`src/design/fetch_pkg.sv`:
```
/*
 * Front end shared definitions
 * Word width, PC reset value and the packed structs that carry trap
 * requests, branch resolutions, predictor results and fetch packets
 * between the front end units and the testbench
 */

package fetch_pkg;

    // Width of an address or instruction word
    localparam int XLEN = 32;

    typedef logic [XLEN-1:0] data_word_t;

    // The PC register starts one word before zero
    // The first sequential step then fetches from address 0
    localparam data_word_t PC_RESET_VALUE = -32'sd4;

    // Trap request from the back end, handler_pc is taken on either flag
    typedef struct packed {
        logic       exception;
        logic       interrupt;
        data_word_t handler_pc;
    } trap_t;

    // Branch or jump resolution, valid for one cycle while executed is high
    // next_addr is the target when taken or a jump, else the fall-through
    typedef struct packed {
        logic       executed;
        logic       branch;
        logic       jump;
        logic       taken;
        logic       speculative;
        data_word_t instr_addr;
        data_word_t next_addr;
    } resolve_t;

    // Predictor answer for the PC currently being fetched
    typedef struct packed {
        logic       hit;
        logic       taken;
        data_word_t target;
    } predict_t;

    // Registered output of the fetch stage
    typedef struct packed {
        logic       valid;
        logic       compressed;
        logic       speculative;
        logic       mispredicted;
        data_word_t pc;
        data_word_t instr;
    } fetch_pkt_t;

endpackage : fetch_pkg

```
`src/design/branch_predictor.sv`:
```
/*
 * Branch predictor
 * A table of 2-bit saturating direction counters and a tagged branch
 * target buffer, both indexed by halfword PC bits. Looked up with the
 * current PC, trained by resolutions from the back end, and flags a
 * misprediction when a speculative resolution disagrees with its counter
 */

`timescale 1ns/10ps

module branch_predictor #(
    parameter int PREDICTOR_SIZE = 32,
    parameter int BTB_SIZE       = 32
) (
    input  logic                 clk_i,
    input  logic                 rst_n_i,
    input  fetch_pkg::data_word_t pc_i,
    input  fetch_pkg::resolve_t   resolve_i,
    output fetch_pkg::predict_t   predict_o,
    output logic                 mispredicted_o
);

    localparam int PRED_BITS = $clog2(PREDICTOR_SIZE);
    localparam int BTB_BITS  = $clog2(BTB_SIZE);

    // Tag keeps every PC bit above the buffer index, bit 0 is always zero
    localparam int TAG_BITS  = fetch_pkg::XLEN - BTB_BITS - 1;

    typedef struct packed {
        logic [TAG_BITS-1:0]   tag;
        fetch_pkg::data_word_t target;
    } btb_entry_t;

    logic [1:0]          counter_q [PREDICTOR_SIZE];
    logic [BTB_SIZE-1:0] btb_valid_q;
    btb_entry_t          btb_q [BTB_SIZE];

    // ==================
    // Lookup
    // ==================

    logic [PRED_BITS-1:0] lookup_pred_idx;
    logic [BTB_BITS-1:0]  lookup_btb_idx;
    logic [TAG_BITS-1:0]  lookup_tag;
    btb_entry_t           lookup_entry;

    assign lookup_pred_idx = pc_i[PRED_BITS:1];
    assign lookup_btb_idx  = pc_i[BTB_BITS:1];
    assign lookup_tag      = pc_i[fetch_pkg::XLEN-1:BTB_BITS+1];
    assign lookup_entry    = btb_q[lookup_btb_idx];

    always_comb begin
        // A hit needs a valid entry whose stored tag matches this PC
        predict_o.hit    = btb_valid_q[lookup_btb_idx] & (lookup_entry.tag == lookup_tag);
        // Upper counter bit is the predicted direction
        predict_o.taken  = counter_q[lookup_pred_idx][1];
        predict_o.target = lookup_entry.target;
    end

    // ==================
    // Training
    // ==================

    logic [PRED_BITS-1:0] train_pred_idx;
    logic [BTB_BITS-1:0]  train_btb_idx;
    logic [TAG_BITS-1:0]  train_tag;
    logic [1:0]           train_counter;
    logic [1:0]           next_counter;
    logic                 train_en;
    logic                 outcome;

    assign train_pred_idx = resolve_i.instr_addr[PRED_BITS:1];
    assign train_btb_idx  = resolve_i.instr_addr[BTB_BITS:1];
    assign train_tag      = resolve_i.instr_addr[fetch_pkg::XLEN-1:BTB_BITS+1];
    assign train_counter  = counter_q[train_pred_idx];

    // Only real control transfers train, a jump always counts as taken
    assign train_en = resolve_i.executed & (resolve_i.branch | resolve_i.jump);
    assign outcome  = resolve_i.taken | resolve_i.jump;

    // One saturating step toward the resolved direction
    always_comb begin
        next_counter = train_counter;
        if (outcome && (train_counter != 2'b11)) begin
            next_counter = train_counter + 2'd1;
        end else if (!outcome && (train_counter != 2'b00)) begin
            next_counter = train_counter - 2'd1;
        end
    end

    always_ff @(posedge clk_i) begin
        if (!rst_n_i) begin
            // Every counter starts weakly not taken
            for (int i = 0; i < PREDICTOR_SIZE; i++) begin
                counter_q[i] <= 2'b01;
            end
        end else if (train_en) begin
            counter_q[train_pred_idx] <= next_counter;
        end
    end

    always_ff @(posedge clk_i) begin
        if (!rst_n_i) begin
            btb_valid_q <= '0;
        end else if (train_en && outcome) begin
            btb_valid_q[train_btb_idx] <= 1'b1;
        end
    end

    // Taken transfers record where they went
    always_ff @(posedge clk_i) begin
        if (train_en && outcome) begin
            btb_q[train_btb_idx] <= '{tag: train_tag, target: resolve_i.next_addr};
        end
    end

    // Compared against the counter as it stood before this update
    assign mispredicted_o = resolve_i.executed & resolve_i.speculative
                          & (outcome != train_counter[1]);

    // The back end never reports one instruction as both branch and jump
    branch_jump_exclusive_a : assert property (
        @(posedge clk_i) disable iff (!rst_n_i)
        resolve_i.executed |-> !(resolve_i.branch && resolve_i.jump)
    );

endmodule : branch_predictor

```
`src/design/fetch_stage.sv`:
```
/*
 * Instruction fetch stage
 * Detects compressed instructions and registers the returned word
 * together with its PC and speculation flags as one fetch packet
 */

`timescale 1ns/10ps

module fetch_stage (
    input  logic                  clk_i,
    input  logic                  rst_n_i,
    input  logic                  stall_i,
    input  logic                  branch_flush_i,
    input  logic                  fetch_valid_i,
    input  fetch_pkg::data_word_t fetch_instr_i,
    input  fetch_pkg::data_word_t pc_i,
    input  logic                  speculative_i,
    input  logic                  mispredicted_i,
    output logic                  compressed_o,
    output fetch_pkg::fetch_pkt_t packet_o
);

    logic                  compressed;
    fetch_pkg::fetch_pkt_t pkt_q;

    // Full length encodings have both low bits set
    assign compressed = (fetch_instr_i[1:0] != 2'b11);

    // The PC step only cares about instructions that really arrived
    assign compressed_o = compressed & fetch_valid_i;

    // ==================
    // Packet register
    // ==================

    always_ff @(posedge clk_i) begin
        // Only the valid bit sees reset and the branch flush
        if (!rst_n_i) begin
            pkt_q.valid <= 1'b0;
        end else if (branch_flush_i) begin
            pkt_q.valid <= 1'b0;
        end else if (!stall_i) begin
            pkt_q.valid <= fetch_valid_i;
        end
        // Payload follows the same stall but is only meaningful with valid
        if (!stall_i) begin
            pkt_q.compressed   <= compressed;
            pkt_q.speculative  <= speculative_i;
            pkt_q.mispredicted <= mispredicted_i;
            pkt_q.pc           <= pc_i;
            pkt_q.instr        <= fetch_instr_i;
        end
    end

    assign packet_o = pkt_q;

endmodule : fetch_stage

```
`src/design/front_end.sv`:
```
/*
 * Front end top level
 * Connects the PC generator, the branch predictor and the fetch stage,
 * and keeps the register that marks a fetch as predicted by the buffer
 */

`timescale 1ns/10ps

module front_end #(
    parameter int PREDICTOR_SIZE = 32,
    parameter int BTB_SIZE       = 32
) (
    input  logic                  clk_i,
    input  logic                  rst_n_i,
    input  logic                  stall_i,
    input  logic                  flush_i,
    input  logic                  branch_flush_i,
    input  fetch_pkg::trap_t      trap_i,
    input  fetch_pkg::resolve_t   resolve_i,
    input  logic                  fetch_valid_i,
    input  fetch_pkg::data_word_t fetch_instr_i,
    output logic                  fetch_o,
    output fetch_pkg::data_word_t fetch_addr_o,
    output logic                  fetch_ack_o,
    output fetch_pkg::fetch_pkt_t packet_o
);

    fetch_pkg::data_word_t pc;
    fetch_pkg::predict_t   predict;
    logic                  mispredicted;
    logic                  compressed;
    logic                  pcgen_speculative;

    // ==================
    // PC generation
    // ==================

    branch_predictor #(
        .PREDICTOR_SIZE ( PREDICTOR_SIZE ),
        .BTB_SIZE       ( BTB_SIZE       )
    ) predictor_unit (
        .clk_i          ( clk_i        ),
        .rst_n_i        ( rst_n_i      ),
        .pc_i           ( pc           ),
        .resolve_i      ( resolve_i    ),
        .predict_o      ( predict      ),
        .mispredicted_o ( mispredicted )
    );

    pc_generator pcgen_unit (
        .clk_i          ( clk_i        ),
        .rst_n_i        ( rst_n_i      ),
        .stall_i        ( stall_i      ),
        .trap_i         ( trap_i       ),
        .resolve_i      ( resolve_i    ),
        .predict_i      ( predict      ),
        .mispredicted_i ( mispredicted ),
        .compressed_i   ( compressed   ),
        .fetch_o        ( fetch_o      ),
        .fetch_addr_o   ( fetch_addr_o ),
        .pc_o           ( pc           )
    );

    // Marks the instruction fetched after a buffer hit as speculative
    always_ff @(posedge clk_i) begin
        if (!rst_n_i) begin
            pcgen_speculative <= 1'b0;
        end else if (flush_i) begin
            pcgen_speculative <= 1'b0;
        end else if (!stall_i) begin
            pcgen_speculative <= predict.hit;
        end
    end

    // ==================
    // Instruction fetch
    // ==================

    fetch_stage fetch_unit (
        .clk_i          ( clk_i             ),
        .rst_n_i        ( rst_n_i           ),
        .stall_i        ( stall_i           ),
        .branch_flush_i ( branch_flush_i    ),
        .fetch_valid_i  ( fetch_valid_i     ),
        .fetch_instr_i  ( fetch_instr_i     ),
        .pc_i           ( pc                ),
        .speculative_i  ( pcgen_speculative ),
        .mispredicted_i ( mispredicted      ),
        .compressed_o   ( compressed        ),
        .packet_o       ( packet_o          )
    );

    assign fetch_ack_o = packet_o.valid;

endmodule : front_end

```
`src/design/pc_generator.sv`:
```
/*
 * PC generator
 * Holds the program counter and chooses the next fetch address by
 * priority: trap, resolved branch, predicted branch, sequential step
 */

`timescale 1ns/10ps

module pc_generator (
    input  logic                  clk_i,
    input  logic                  rst_n_i,
    input  logic                  stall_i,
    input  fetch_pkg::trap_t      trap_i,
    input  fetch_pkg::resolve_t   resolve_i,
    input  fetch_pkg::predict_t   predict_i,
    input  logic                  mispredicted_i,
    input  logic                  compressed_i,
    output logic                  fetch_o,
    output fetch_pkg::data_word_t fetch_addr_o,
    output fetch_pkg::data_word_t pc_o
);

    fetch_pkg::data_word_t pc_q;
    fetch_pkg::data_word_t seq_addr;
    logic                  trap_req;
    logic                  resolve_redirect;

    // Valid compressed instructions are one halfword long
    assign seq_addr = compressed_i ? (pc_q + 32'd2) : (pc_q + 32'd4);

    assign trap_req = trap_i.exception | trap_i.interrupt;

    // A non speculative transfer always redirects when taken
    // A speculative one only redirects when the predictor got it wrong
    always_comb begin
        if (resolve_i.speculative) begin
            resolve_redirect = mispredicted_i;
        end else begin
            resolve_redirect = resolve_i.taken | resolve_i.jump;
        end
    end

    // ==================
    // Next address
    // ==================

    always_comb begin
        fetch_addr_o = pc_q;

        if (trap_req) begin
            fetch_addr_o = trap_i.handler_pc;
        end else if (resolve_i.executed && resolve_redirect) begin
            fetch_addr_o = resolve_i.next_addr;
        end else if (!stall_i) begin
            if (predict_i.hit && predict_i.taken) begin
                fetch_addr_o = predict_i.target;
            end else begin
                fetch_addr_o = seq_addr;
            end
        end
    end

    // Redirects still fetch while the pipeline is stalled
    assign fetch_o = trap_req | resolve_i.executed | !stall_i;

    // Holding is done by feeding the PC back through the mux
    always_ff @(posedge clk_i) begin
        if (!rst_n_i) begin
            pc_q <= fetch_pkg::PC_RESET_VALUE;
        end else begin
            pc_q <= fetch_addr_o;
        end
    end

    assign pc_o = pc_q;

    fetch_addr_halfword_a : assert property (
        @(posedge clk_i) disable iff (!rst_n_i)
        fetch_addr_o[0] == 1'b0
    );

endmodule : pc_generator

```
`config.mk`:
```
export PLATFORM = sky130hd
export DESIGN_NAME = front_end
export DESIGN_NICKNAME = d
export VERILOG_FILES = /design/src/design/fetch_pkg.sv /design/src/design/branch_predictor.sv /design/src/design/fetch_stage.sv /design/src/design/front_end.sv /design/src/design/pc_generator.sv
export SDC_FILE = /design/constraint.sdc
export NUM_CORES = 2
export LEC_CHECK = 0
export BUFFER_PORTS_ARGS = -buffer_cell sky130_fd_sc_hd__buf_2
export CORE_MARGIN = 8
export CORE_UTILIZATION = 39
export DETAILED_ROUTE_END_ITERATION = 10
export PLACE_DENSITY = 0.61
export SLEW_MARGIN = 30
export SYNTH_ARGS = -nofsm -noshare
export SYNTH_HDL_FRONTEND = slang
export SYNTH_SLANG_ARGS = --single-unit
```
`constraint.sdc`:
```
create_clock -name clk_i -period 6.71 [get_ports clk_i]
set_clock_uncertainty 0.15 [all_clocks]
set_input_delay 0.671 -clock clk_i [delete_from_list [all_inputs] [get_ports clk_i]]
set_output_delay 0.671 -clock clk_i [all_outputs]
set_load 0.02 [all_outputs]
```
==> flow_summary.json <==
{
  "avgRoutedWirePerCell_um": 32.93,
  "r2r.worst_path.cells": 16,
  "detail-route-antenna-nets": 0,
  "syn-num-nets": 4014,
  "synth-edff-count": 1987,
  "min-delay-start": "trap_i[0]",
  "hold_class": "in -> reg",
  "overflow": 0,
  "status": "finished, final reports clean",
  "die_w_um": 471.1,
  "critical_path.max_stage_delay_ps": 610,
  "path_clk_slew_ps": 60,
  "htreeDepth": 4,
  "routed_via_density": 5.865,
  "use_met2": 0.3461,
  "firstDrtPassIters": 5,
  "pre_cts_ws_ps": 523.5,
  "cp_data_required_time_ps": 5890,
  "antenna_found_initial": 31,
  "hold_end": "pcgen_unit.pc_o[0]$_SDFF_PN0_",
  "post_synth_inst_count": 3869,
  "grt-busiest-layer": "met2",
  "fmax_ghz": 0.1513,
  "syn_area_sq_um": 80780,
  "criticalPathCategory": "reg -> out",
  "use_met1": 0.2656,
  "path_cells": "buf_4 -> buf_4 -> or3b_4 -> buf_4 -> o221ai_1 -> o32ai_1 -> o31a_1 -> or4b_2 -> nor4_1 -> nand4_1 -> buf_6 -> nor2_4 -> nand2_1 -> a21oi_1 -> a21o_1 -> buf_2",
  "grtUsageTotal": 0.2087,
  "drive_above_1_share": 0.3004,
  "power_density_nw_per_um2": 298.7,
  "fp-row-count": 167,
  "timing.rr.start": "pcgen_unit.pc_o[1]$_SDFF_PN0_",
  "seq_area_frac_synth": 0.7550,
  "grt_pass1_vias": 42799,
  "io_pins": 243,
  "die_h_um": 471.1,
  "die-area_sq_um": 221900,
  "start_util": 0.3913,
  "grt_pass1_wl_um": 331300,
  "grt_use_met3": 0.03814,
  "routed_wl_um": 238400,
  "ir_worst_vdd_mv": 0.2728,
  "worstSetupEndpointType": "output port",
  "hold_depth": 3,
  "worst_pin_slew_ps": 1115,
  "drcViolationCount": 0,
  "slew_viol_final": 0,
  "synthArstFlopShare": 0,
  "yosys_warnings": 0,
  "ys.flop_type": "edfxtp_1",
  "arrival_ps": 5790,
  "grt_start_max_net_pins": 121,
  "leakagePower_nw": 29.97,
  "cts_buffer_depth": 3,
  "cts_tree": "built",
  "finalPower_w": 0.02815,
  "fin_nets": 4482,
  "fin_crit_ps": 6611,
  "cts_root_buf": "clkbuf_16",
  "drv_cap": 0,
  "synth_top_area_frac": 0.7386,
  "port_buffers": 241,
  "worst_skew_pair.late_latency_ps": 860,
  "avgSynthCellArea_sq_um": 20.88,
  "cts.sinks": 2053,
  "drtIter0Drc": 5376,
  "slowest_stage": "or4b_2",
  "setup_viol_count_final": 0,
  "cts_inserted_buffers": 208,
  "yosys.area.top_type": "edfxtp_1",
  "synth_seq_cells": 2053,
  "crit_fanout": 8,
  "dp_hpwl_um": 136400,
  "final_common_cell": "edfxtp_1",
  "setup_slack_ps": 99.04,
  "vias": 42463,
  "place_congestion": 0.8708,
  "relSlewSlack": 0.2569,
  "startpoint_type": "flop",
  "core_area_sq_um": 206400,
  "hold_violations": 0,
  "nFillCells": 17241,
  "ys_types": 84,
  "min_period_over_period": 0.9852,
  "hold_ws_ps": 72.25,
  "area_delta_synth_final_pct": 16.69,
  "layout_common_cells": "edfxtp_1, mux4_2, buf_2, clkbuf_16, buf_4",
  "rrSetupSlack_ps": 1580,
  "path_common_cell": "buf_4",
  "synth_area_leaders": "edfxtp_1, mux4_2, dfxtp_1, mux2i_1, nor2_1",
  "worstReg2RegEnd": "pcgen_unit.pc_o[25]$_SDFF_PN1_"
}
[registers in the layout (all words and copies together), names as in the netlist]
register	cells
predictor_unit.btb_q	1856
predictor_unit.counter_q	64
predictor_unit.btb_valid_q	32
pcgen_speculative	1
fetch_unit.packet_o	68
pcgen_unit.pc_o	32
[worst max-delay path, delay by kind of cell, from the launching register on]
family                 cells  cell delay, ps
buffers and inverters      5            1020
DFF                        1             390
and+or+nand+nor            6            1830
AOI/OAI and AO/OA          5            1680
[cell usage after synthesis, types with 10 or more instances]
cell and count:
or3_1 10, nor3_1 57, nand4_1 35, and3_1 34, dfxtp_1 66, a22o_1 25, edfxtp_1 1987, a22oi_1 22
nand2_1 117, inv_1 12, buf_2 68, a211o_1 11, o22ai_1 22, nor2_1 159, xnor2_1 14, mux2_2 14
buf_4 21, mux4_2 512, mux2i_1 126, o211ai_1 19, a211oi_1 14, buf_1 24, o21ai_0 58, o221ai_1 28
nor4_1 15, a21oi_1 53, a21o_1 17, nor2b_1 15, clkbuf_1 103, a2111oi_0 16, nand3_1 29, buf_6 19
[per-layer routing]
metal	vias up	part of all wire	wire, um
met1	22833	0.38	89750
met2	1893	0.49	116700
met3	454	0.076	18200
met4	8	0.057	13630
li1	17275	-	-
met5	-	0.00023	54
[repair_timing]
| action | 4_1_cts | 5_1_grt |
|---|---|---|
| setup endpoints to repair | 31 | 30 |
| setup buffers | 16 | 5 |
| pin swaps | 1 | 3 |
| gates cloned | 0 | 2 |
| gates resized for setup | 9 | 26 |
| hold buffers | 49 | 0 |
| hold endpoints to repair | 49 | 0 |
[report_power, final]
part	switching (W)	internal, W
combinational	0.00138	0.000904
sequential	0.000109	0.0142
clock	0.00500	0.00655
total	0.00648	0.0217
[metrics by stage]
step | cells | area, sq um | utilization | TNS, ps
finish | 7240 | 94270 | 0.4566 | 0
global route | 7219 | 94210 | 0.4564 | -121.4
CTS | 7207 | 93990 | 0.4553 | 0
detailed placement | 6759 | 86500 | 0.4190 | 0
global placement | 6752 | 86300 | 0.4180 | 0
floorplan | 3869 | 80780 | - | 0
[how the worst max path moves through the flow]
stage	start	to	slack (ps)	cells past startpoint
floorplan	resolve_i[33]	predictor_unit.btb_q[13][0]$_DFFE_PP_	1370	6
global route	pcgen_unit.pc_o[1]$_SDFF_PN0_	fetch_addr_o[18]	-40	17
CTS	pcgen_unit.pc_o[1]$_SDFF_PN0_	fetch_addr_o[5]	4	19
finish	pcgen_unit.pc_o[1]$_SDFF_PN0_	fetch_addr_o[6]	100	16
global placement	pcgen_unit.pc_o[2]$_SDFF_PN1_	fetch_addr_o[29]	440	17
detailed placement	pcgen_unit.pc_o[2]$_SDFF_PN1_	fetch_addr_o[29]	520	17
[final cells by class]
| cell class | count | area (sq um) | area share |
|---|---|---|---|
| timing repair buffer | 498 | 4078 | 0.04326 |
| inverter | 15 | 60.06 | 0.0006371 |
| multi-input combinational | 1561 | 18870 | 0.2002 |
| tap | 2704 | 3383 | 0.03589 |
| clock buffer | 269 | 5537 | 0.05873 |
| clock inverter | 114 | 1267 | 0.01345 |
| sequential | 2053 | 61010 | 0.6472 |
| antenna | 26 | 65.06 | 0.0006902 |
[logic make-up after synthesis]
| kind of cell | share of synthesized area |
|---|---|
| XOR/XNOR | 0.001626 |
| flip-flops | 0.7550 |
| multiplexers | 0.1627 |
| adder cells (fa/ha/maj) | 0.0006196 |
| buffers and inverters | 0.01622 |
| AO/OA/AOI/OAI | 0.03141 |
| AND/OR/NAND/NOR | 0.03240 |
Note: power is estimated with default switching activity, not from simulation.
